--- config.mk ---
export PLATFORM = sky130hd
export DESIGN_NAME = axi_router_channel
export DESIGN_NICKNAME = d
export VERILOG_FILES = /design/src/verilog/axi_router_pkg.sv /design/src/verilog/axi_route_queue.sv /design/src/verilog/axi_router_channel.sv
export VERILOG_INCLUDE_DIRS = /design/src /design/src/verilog
export SDC_FILE = /design/constraint.sdc
export NUM_CORES = 1
export LEC_CHECK = 0
export ABC_AREA = 1
export BUFFER_PORTS_ARGS = -buffer_cell sky130_fd_sc_hd__buf_2
export CAP_MARGIN = 20
export CORE_MARGIN = 2
export CORE_UTILIZATION = 37
export CTS_CLUSTER_DIAMETER = 200
export DETAILED_ROUTE_END_ITERATION = 10
export PLACE_DENSITY_LB_ADDON = 0.1
export SLEW_MARGIN = 10
export SYNTH_ARGS = -nofsm -noshare
export SYNTH_HDL_FRONTEND = slang
export SYNTH_SLANG_ARGS = --single-unit
--- constraint.sdc ---
create_clock -name clk -period 2.4 [get_ports clk]
set_input_delay 0.12 -clock clk [delete_from_list [all_inputs] [get_ports clk]]
set_output_delay 0.12 -clock clk [all_outputs]
set_load 0.01 [all_outputs]
--- src/verilog/axi_router_cfg.svh ---
`ifndef AXI_ROUTER_CFG_SVH
`define AXI_ROUTER_CFG_SVH

// bus widths
`define AXR_ADDR    32
`define AXR_DATA    32
`define AXR_LEN     4

// port counts
`define AXR_INPUTS  2              // masters
`define AXR_OUTPUTS 2              // slaves

`define AXR_MOT     8              // route queue depth per channel

// a hit on an output window is (addr & mask) == base
`define AXR_BASE0   32'h0000_0000
`define AXR_MASK0   32'h8000_0000
`define AXR_BASE1   32'h8000_0000
`define AXR_MASK1   32'h8000_0000

`endif

--- src/verilog/axi_router_pkg.sv ---
`default_nettype none

package axi_router_pkg;

`include "axi_router_cfg.svh"

    // index width wide enough for either direction of a route
    localparam int IN_W  = (`AXR_INPUTS  > 1) ? $clog2(`AXR_INPUTS)  : 1;
    localparam int OUT_W = (`AXR_OUTPUTS > 1) ? $clog2(`AXR_OUTPUTS) : 1;
    localparam int IDX_W = (IN_W > OUT_W) ? IN_W : OUT_W;

    typedef struct packed {
        logic [`AXR_ADDR-1:0]   addr;
        logic [`AXR_LEN-1:0]    len;    // beats minus one
    } aw_cmd_t;

    typedef struct packed {
        logic [`AXR_DATA/8-1:0] strb;
        logic [`AXR_DATA-1:0]   data;
    } w_beat_t;

    typedef struct packed {
        logic [1:0] code;               // okay / exokay / slverr / decerr
    } b_resp_t;

    typedef struct packed {
        logic [IDX_W-1:0] src;
        logic [IDX_W-1:0] snk;
    } route_t;

endpackage

`default_nettype wire

--- src/verilog/axi_route_queue.sv ---
`timescale 1ns/1ps
`default_nettype none

`include "axi_router_cfg.svh"

module axi_route_queue (
    input  logic                    clk,
    input  logic                    rst_n,
    input  logic                    push,
    input  axi_router_pkg::route_t  push_route,
    input  logic                    pop,
    output axi_router_pkg::route_t  head,
    output logic                    empty,
    output logic                    full
);
    import axi_router_pkg::*;

    localparam int DEPTH = `AXR_MOT;
    localparam int PTR_W = $clog2(DEPTH);

    route_t             mem [DEPTH];
    logic [PTR_W-1:0]   wr_ptr;
    logic [PTR_W-1:0]   rd_ptr;
    logic [PTR_W:0]     count;
    logic               do_push;
    logic               do_pop;

    assign full    = (count == (PTR_W+1)'(DEPTH));
    assign empty   = (count == '0);
    assign do_push = push && !full;     // dropped when full
    assign do_pop  = pop && !empty;
    assign head    = mem[rd_ptr];       // unregistered head

    always_ff @(posedge clk) begin
        if (do_push) mem[wr_ptr] <= push_route;
    end

    always_ff @(posedge clk) begin
        if (!rst_n) begin
            wr_ptr <= '0;
            rd_ptr <= '0;
            count  <= '0;
        end else begin
            if (do_push) wr_ptr <= wr_ptr + 1'b1;   // wraps at depth
            if (do_pop) rd_ptr <= rd_ptr + 1'b1;
            if (do_push && !do_pop) count <= count + 1'b1;
            else if (do_pop && !do_push) count <= count - 1'b1;
        end
    end

endmodule

`default_nettype wire

--- src/verilog/axi_router_channel.sv ---
`timescale 1ns/1ps
`default_nettype none

`include "axi_router_cfg.svh"

module axi_router_channel #(
    parameter type payload_t = axi_router_pkg::w_beat_t,
    parameter int  SOURCES   = `AXR_INPUTS,
    parameter int  SINKS     = `AXR_OUTPUTS
) (
    input  logic                    clk,
    input  logic                    rst_n,
    input  logic                    cmd_push,
    input  axi_router_pkg::route_t  cmd_route,
    output logic                    route_full,
    input  logic [SOURCES-1:0]      source_valid,
    output logic [SOURCES-1:0]      source_ready,
    input  logic [SOURCES-1:0]      source_last,
    input  payload_t [SOURCES-1:0]  source,
    output logic [SINKS-1:0]        sink_valid,
    input  logic [SINKS-1:0]        sink_ready,
    output logic [SINKS-1:0]        sink_last,
    output payload_t [SINKS-1:0]    sink
);
    import axi_router_pkg::*;

    route_t     head;
    logic       empty;
    logic       beat_valid;
    logic       beat_last;
    logic       beat_fire;
    payload_t   beat;

    axi_route_queue route_queue0 (
        .clk        (clk),
        .rst_n      (rst_n),
        .push       (cmd_push),
        .push_route (cmd_route),
        .pop        (beat_fire && beat_last),   // route retires on last beat
        .head       (head),
        .empty      (empty),
        .full       (route_full)
    );

    // selected source as seen through the head route
    assign beat_valid = !empty && source_valid[head.src];
    assign beat_last  = source_last[head.src];
    assign beat       = source[head.src];
    assign beat_fire  = beat_valid && sink_ready[head.snk];

    always_comb begin
        for (int s = 0; s < SOURCES; s++) begin
            // sink back-pressure straight through
            source_ready[s] = !empty && (head.src == IDX_W'(s)) && sink_ready[head.snk];
        end
        for (int k = 0; k < SINKS; k++) begin
            sink_valid[k] = beat_valid && (head.snk == IDX_W'(k));
            sink_last[k]  = sink_valid[k] && beat_last;
            sink[k]       = (head.snk == IDX_W'(k)) ? beat : '0;
        end
    end

endmodule

`default_nettype wire

Yosys cells after proc, flatten, opt, wreduce, memory -nomap -nowiden --
Memories as Yosys holds them, arrays and structs flattened. A register that Yosys moved wholly into a read port is not among the register bits. Index checks and enable logic that the tools add are counted.
Storage, ports and cells: register bits after elaboration 10, memories 1, memory bits (writable) 16, output and inout port bits 79, bits of input ports 83
Memory list:
- route_queue0.mem | depth 8, width 2, rd ports 1, clocked after Yosys merged registers in 1, write ports 1, RTL line axi_route_queue.sv:21 | route_t mem [DEPTH];
Cells by class: order comparisons 2, bitwise operators 2, eq/ne operators 1, muxes and demuxes 16, reductions and logical operators 21, add/sub/neg operators 4
Operator list (number):
- 36-bit 2-to-1 mux | 4
- 1-bit logical AND | 15
- 1-bit 2-to-1 mux | 8
- 4-bit 2-to-1 mux | 2
- 3-bit by 1-bit adder with 3-bit output (second input constant) | 2
- 3-bit 2-to-1 mux | 2
- 4-bit by 1-bit adder with 4-bit output (second input constant) | 1
- 4-bit equality test (second input constant) | 1
- 1-bit logical NOT | 4
- 4-bit logical NOT | 1
- 1-bit by 2-bit less-than comparator with 1-bit output (second input constant) | 2
- 4-bit by 1-bit subtractor with 4-bit output (second input constant) | 1
- 1-bit inverter | 2
- 2-bit nonzero test | 1

Longest topological paths before layout --
Gate-level depths: netlist of the first run.
depth after elaboration 9, gate-level depth with buffers 21

Modules after synthesis --
From an unflattened synthesis of the first run, not the netlist that was laid out.
Unflattened totals: cell total of the unflattened synthesis 339, area, all modules 2374.8 um2
By module, submodules not included:
- axi_route_queue | instances 1, sequential area each 740.7 um2, cells an instance 152, area an instance 1382.6 um2
- axi_router_channel | instances 1, sequential area each 0.0 um2, cells an instance 187, area an instance 992.2 um2

Worst setup path before layout of the first run --
OpenSTA, ideal clock, no wires.
kind reg2reg, start point register (tool-made name), end point register route_queue0.count[3], path buffers 1, setup slack -21 ps, arrival time 2301 ps, clock period less this slack 2421 ps, cell stages (with the launch flop) 21, cells stage by stage dfxtp_1 > buf_6 > inv_6 > nand2_1 > nand3_1 > nand3_2 > nand2_4 > nand3_1 > nand2_2 > nand3_1 > ha_1 > inv_1 > ha_1 > nand2_1 > nand2_1 > a21oi_1 > nor2_1 > nor2_1 > nand2_1 > o21ai_0 > a21oi_1
RTL lines:
- end signal, assigned | RTL line axi_route_queue.sv:46 | if (do_push && !do_pop) count <= count + 1'b1;
- end signal, assigned | RTL line axi_route_queue.sv:47 | else if (do_pop && !do_push) count <= count - 1'b1;
- end, declared | RTL line axi_route_queue.sv:24 | logic [PTR_W:0] count;

==> results of run 1 <==
[power groups by stage]
stage	registers (W)	clock network [W]	logic, W
global placement	0.000643	0	0.00206
detailed placement	0.000642	0	0.00207
CTS	0.000632	0.000492	0.00212
finish	0.000639	0.000482	0.00234
global route	0.000646	0.000518	0.00258
floorplan	0.000644	0	0.00138
[cells by family (layout without fill, tap and decap cells)]
kind of cell    after synthesis  count (layout)
mux                          36              36
compound gates               14              14
flops                        29              29
simple gates                165             165
buf+inv                      45             220
fa+ha+maj                     6               6
xor+xnor                      3               3
[through the flow]
step	std cells	setup TNS [ns]	total power (W)	setup slack [ns]
detailed placement	534	-0.210	0.00271	-0.114
global placement	534	-0.0447	0.00271	-0.0375
global route	548	-0.352	0.00375	-0.157
finish	548	-0.00790	0.00346	-0.00790
floorplan	298	0	0.00202	0.0120
CTS	542	0	0.00325	0.00724
[cell type report]
class | count | area (sq um) | share of cell area
sequential | 29 | 744 | 0.218
tap | 75 | 93.8 | 0.0275
inverter | 32 | 135 | 0.0396
clock inverter | 3 | 41.3 | 0.0121
clock buffer | 5 | 68.8 | 0.0201
timing repair buffer | 180 | 1020 | 0.297
multi-input combinational | 224 | 1320 | 0.385
[critical path: cells and delay by family, from the launching register on]
kind                     cells  cell delay, ns
buffers and inverters        3            0.24
AO/OA/AOI/OAI                3            0.32
adder cells (fa/ha/maj)      2            0.37
AND/OR/NAND/NOR             12            0.99
flip-flops                   1            0.36
[cells in the final DEF (no fill, tap or decap), types with 2 or more instances in the layout]
master,count
buf_2,161
nor2_1,90
nand2_1,38
mux2i_1,36
inv_1,29
edfxtp_1,16
buf_4,13
dfxtp_1,12
nand3_1,11
nand2_2,9
a21oi_1,9
nand3_2,8
clkbuf_8,5
xor2_1,3
ha_1,3
nand3b_1,2
nor3_1,2
o21ai_0,2
o21ai_1,2
ha_4,2
clkbuf_16,2
buf_6,2
buf_12,2
[routing by layer]
layer  wire length [microns]  up-vias  track usage
met4                     102        0       0.0559
met5                       0        -            0
met2                    3620       99        0.338
met3                     469       10       0.0289
li1                        -     1303            -
met1                    2970     1150        0.228
[repair_timing]
item / 4_1_cts / 5_1_grt
endpoints found under the hold margin: 0 / 0
setup buffers: 0 / 4
pin swaps: 3 / 20
cloned: 0 / 2
resized for setup: 6 / 26
setup endpoints to repair: 2 / 42
[final timing paths]
| check | startpoint | endpoint |
|---|---|---|
| worst min register to register | route_queue0.count[3] | route_queue0.count[3] |
| worst max-delay path | flop | route_queue0.count[3] |
| worst min-delay path | cmd_route[1] | route_queue0.mem[6][1] |
| worst max register to register | flop | route_queue0.count[3] |
==> metrics.txt, run 1 <==
status finished with violations; failing checks negative setup slack; DPL Wire Length 5520 microns; # hold bufs at CTS 0; cell area after layout 3420 sq um; Die Ht 81.2 microns; final setup margin -0.00790 ns; Max IR drop VDD 0.835 mV; gpl congestion 0.889; max_slew headroom 0.704; fraction of the mapped netlist area in simple logic gates 0.311; clock share of power 0.140; Fin. Hold Viols 0; CTS tree done; Yosys reg bits 29; sequential area share after synthesis 0.336; adder-cell area share of the yosys netlist 0.0374; fraction of layout instances using a drive strength above 1 0.455; Critical Path AT 2.57 ns; Worst Hold Depth 1; largest cells by area after synthesis edfxtp_1, mux2i_1, nor2_1; core footprint 5850 sq um; final core utilization 0.584; depth of the CTS H-tree 2; reg2reg setup slack -0.008 ns; clock latency at the later pin of the worst-skew pair 0.27 ns; NumNets Final 561; CP required 2.57 ns; period utilization 1.00; Post-Syn Area 2210 sq um; Hold/Removal Path Class in -> reg; dominant combinational cell family by area after synthesis simple AND/OR/NAND/NOR gates; post-synth top area share 0.218; Post-synth top cells nor2_1, nand2_1, mux2i_1; Syn Inst Count 298; Post-synth EDFFs 16; Critical Path Slowest Stage Cell dfxtp_4; routed vias/inst 4.68; DRC errors left 0; Synth Warn # 0; Placed Area 3100 sq um; Final setup viols 1; DRT antenna net count 0; Max Root-Sink Buffers 2; Die Footprint 6600 sq um; Sink Count 29; DIE WIDTH 81.2 microns; worst slew pin tran 0.444 ns; I/O pin total 162; top_reg_cell synth edfxtp_1; port bufs 161; final slew viol count 0; R2R depth 20; max-cap viol count 0; Netlist cell types 27; Int Pwr 0.00192 W; combinational power share 0.676; CTS Root Cell clkbuf_8; RSZ-0062 raised after global routing yes; Worst setup EP type flop; Final min period 2.41 ns; area leader, netlist edfxtp_1; initial antenna violation count 0; ys async rst share 0; Synth Area in Compound Gates 0.0317; most frequent cell after synthesis nor2_1; leakage power 1.91 nW; num rows 28; ANT cells 0; Setup CP Type reg -> reg; Clock Pin Slew Worst Setup and Hold Paths 0.06 ns; Sw Share 0.444; share of total power in sequential cells 0.185; Synthesized Nets 387; Max Freq 415 MHz; final hold slack 0.128 ns; first-pass iteration count of the detailed router 4; Fillers 564; largest net degree at the start of global routing 41; xor and xnor area share after synthesis 0.0119; clock skew 0.00511 ns; grt ovf 0; first-pass GRT wire length 9750 microns; crit path cell chain buf_12 -> clkinv_8 -> nand2_1 -> nand3_2 -> nand3_2 -> nand2_4 -> nand3_2 -> nand2_2 -> nand3_4 -> ha_4 -> inv_4 -> ha_4 -> nand2_2 -> nand2_2 -> a21oi_2 -> nor2_1 -> nor2_1 -> nand2_1 -> o21ai_1 -> a21oi_1; Total Wirelength 7160 microns; CP max FO 8; Cell Pwr Density 1010 nW/um^2; net switching power 0.00154 W; cts bufs inserted 5; mux contribution to synthesized area 0.163; initial drt markers 100; vias in the first global route 2,190; initial core utilization 0.377; Area Growth Syn to Fin 54.8%; CP max stage delay 0.36 ns; via count 2,562; startpoint types flop; GRT Overall Usage 0.187; wire length per cell 13.1 microns; Mean Syn Cell Area 7.41 sq um
Power figures use the tool's default switching activity.
==> run 2, diff against run 1 <==
--- a/config.mk
+++ b/config.mk
@@ -13,7 +13,8 @@
 export CORE_UTILIZATION = 37
 export CTS_CLUSTER_DIAMETER = 200
 export DETAILED_ROUTE_END_ITERATION = 10
-export PLACE_DENSITY_LB_ADDON = 0.1
+export PLACE_DENSITY = 0.85
+export SETUP_SLACK_MARGIN = 0.4
 export SLEW_MARGIN = 10
 export SYNTH_ARGS = -nofsm -noshare
 export SYNTH_HDL_FRONTEND = slang
==> run 2 against run 1 <==
Compared with the run above:
- the run now ends clean
- register-to-register slack improved by 0.04 ns
- combinational power decreased by 3%
- non-clock buffer count is 7 lower
- global-route usage up 0.22 points
- die area stayed put
- count of clock-buffer cells in the layout is the same
- clock skew down 0.0030 ns
- sequential power grew 3.4%
- via count up 0.39%
- critical path type unchanged
==> metrics.txt, run 2 (synthesized netlist as in run 1, its figures left out) <==
status finished, final reports clean; wire length per cell 13.1 microns; Max Root-Sink Buffers 2; gpl congestion 0.835; CP Buf/Inv Count 3; first-pass iteration count of the detailed router 5; Setup CP Type reg -> reg; Clock Pin Slew Worst Setup and Hold Paths 0.06 ns; depth of the CTS H-tree 2; Fin. Hold Viols 0; GRT Overall Usage 0.189; CP max FO 8; crit path cell chain buf_6 -> inv_8 -> nand2_2 -> nand3_2 -> nand3_4 -> nand2_4 -> nand3_4 -> nand2_4 -> nand3_4 -> ha_4 -> inv_4 -> ha_4 -> nand2_1 -> nand2_1 -> a21oi_2 -> nor2_1 -> nor2_1 -> nand2_1 -> o21ai_2 -> a21oi_2; Worst setup EP type flop; worst hold path startpoint cmd_route[1]; max-cap viol count 0; DPL Wire Length 5340 microns; initial drt markers 105; WHS Endpoint route_queue0.mem[7][1]; worst slew pin tran 0.410 ns; via count 2,572; most common cell after layout, fill and taps aside buf_2; Area Growth Syn to Fin 53.5%; final core utilization 0.579; cts bufs inserted 5; Crit path max-delay family simple AND/OR/NAND/NOR gates; most frequent cells in the layout buf_2, nor2_1, mux2i_1, nand2_1, inv_1; clock skew 0.00207 ns; Final setup viols 0; leakage power 1.87 nW; grt ovf 0; Max Freq 422 MHz; period utilization 0.986; CP required 2.57 ns; # hold bufs at CTS 0; R2R depth 20; DRT antenna net count 0; setup_tns 0 ns; max_slew headroom 0.727; fraction of layout instances using a drive strength above 1 0.472; Cell Pwr Density 975 nW/um^2; reg2reg setup slack 0.03 ns; Max IR drop VDD 0.515 mV; CTS Root Cell clkbuf_8; Fillers 516; worst r2r dst route_queue0.count[3]; placed instance count 526; Worst Hold Depth 1; vias in the first global route 2,240; first-pass GRT wire length 9830 microns; Total Wirelength 7110 microns; initial antenna violation count 0; num rows 28; Finished Layout Cells 541; core footprint 5850 sq um; CTS tree done; final slew viol count 0; Hold/Removal Path Class in -> reg; NumNets Final 554; DRC errors left 0; Critical Path AT 2.54 ns; initial core utilization 0.377; startpoint types flop; Sink Count 29; Critical Path Slowest Stage Cell dfxtp_2; port bufs 161; RSZ-0062 raised after global routing yes; ANT cells 0; CP max stage delay 0.33 ns; Die Ht 81.2 microns; routed vias/inst 4.75; largest net degree at the start of global routing 41; clock latency at the later pin of the worst-skew pair 0.28 ns; I/O pin total 162; Die Footprint 6600 sq um; DIE WIDTH 81.2 microns; Final min period 2.37 ns
==> run 2: changes by cell type in the layout (fill, tap and decap cells not counted), moves of 2 or more <==
cell / previous run / this run
dfxtp_2: 0 / 3
nand3_4: 1 / 5
nand3_1: 11 / 8
dfxtp_1: 12 / 10
nand2_4: 1 / 3
nand2_1: 38 / 33
nand2_2: 9 / 12
buf_4: 13 / 5
buf_6: 2 / 4
clkbuf_16: 2 / 0
==> run 2: per-layer routing <==
metal,vias to the layer above,GRT usage,part of all wire
met5,-,0,0
met4,0,0.0695,0.018
met3,15,0.0489,0.070
met2,107,0.351,0.52
met1,1157,0.205,0.39
li1,1293,-,-
==> run 2: metrics by stage <==
step | setup slack [ns] | total power, W | instance area, sq um | hold WS, ns
after floorplan | 0.175 | 0.00209 | 2250 | 0.219
after global placement | 0.103 | 0.00265 | 3080 | 0.411
after detailed placement | 0.00156 | 0.00270 | 3080 | 0.417
after CTS | 0.111 | 0.00326 | 3360 | 0.124
after global routing | -0.132 | 0.00356 | 3390 | 0.134
final | 0.0327 | 0.00330 | 3390 | 0.128
==> run 2: timing repair <==
action,CTS,global route
resized for setup,31,8
pin swaps,16,10
buffers inserted,7,0
endpoints found under the setup margin,86,86
==> run 2: layout make-up <==
| type | instances | area, sq um | area share |
|---|---|---|---|
| inverters | 32 | 134 | 0.0395 |
| repair buffers | 173 | 942 | 0.278 |
| flip-flops and latches | 29 | 744 | 0.220 |
| clock inverters | 3 | 12.5 | 0.00369 |
| clock buffers | 5 | 68.8 | 0.0203 |
| multi-input cells | 224 | 1390 | 0.411 |
| well taps | 75 | 93.8 | 0.0277 |
==> run 2: worst max-delay path by stage <==
stage,from,to,cells after the start
2_1_floorplan,flop,route_queue0.count[3],20
3_3_place_gp,flop,route_queue0.count[3],20
3_5_place_dp,flop,route_queue0.count[3],19
4_1_cts,flop,route_queue0.count[3],19
5_1_grt,flop,route_queue0.count[3],21
6_report,flop,route_queue0.count[3],20
==> run 2: report_power, final <==
part | switching (W) | internal, W | leakage [nW] | total (W)
Clock | 0.000176 | 0.000194 | 0.0430 | 0.000370
Sequential | 0.0000620 | 0.000599 | 0.253 | 0.000661
Combinational | 0.00132 | 0.000951 | 1.57 | 0.00227
Total | 0.00156 | 0.00174 | 1.87 | 0.00330
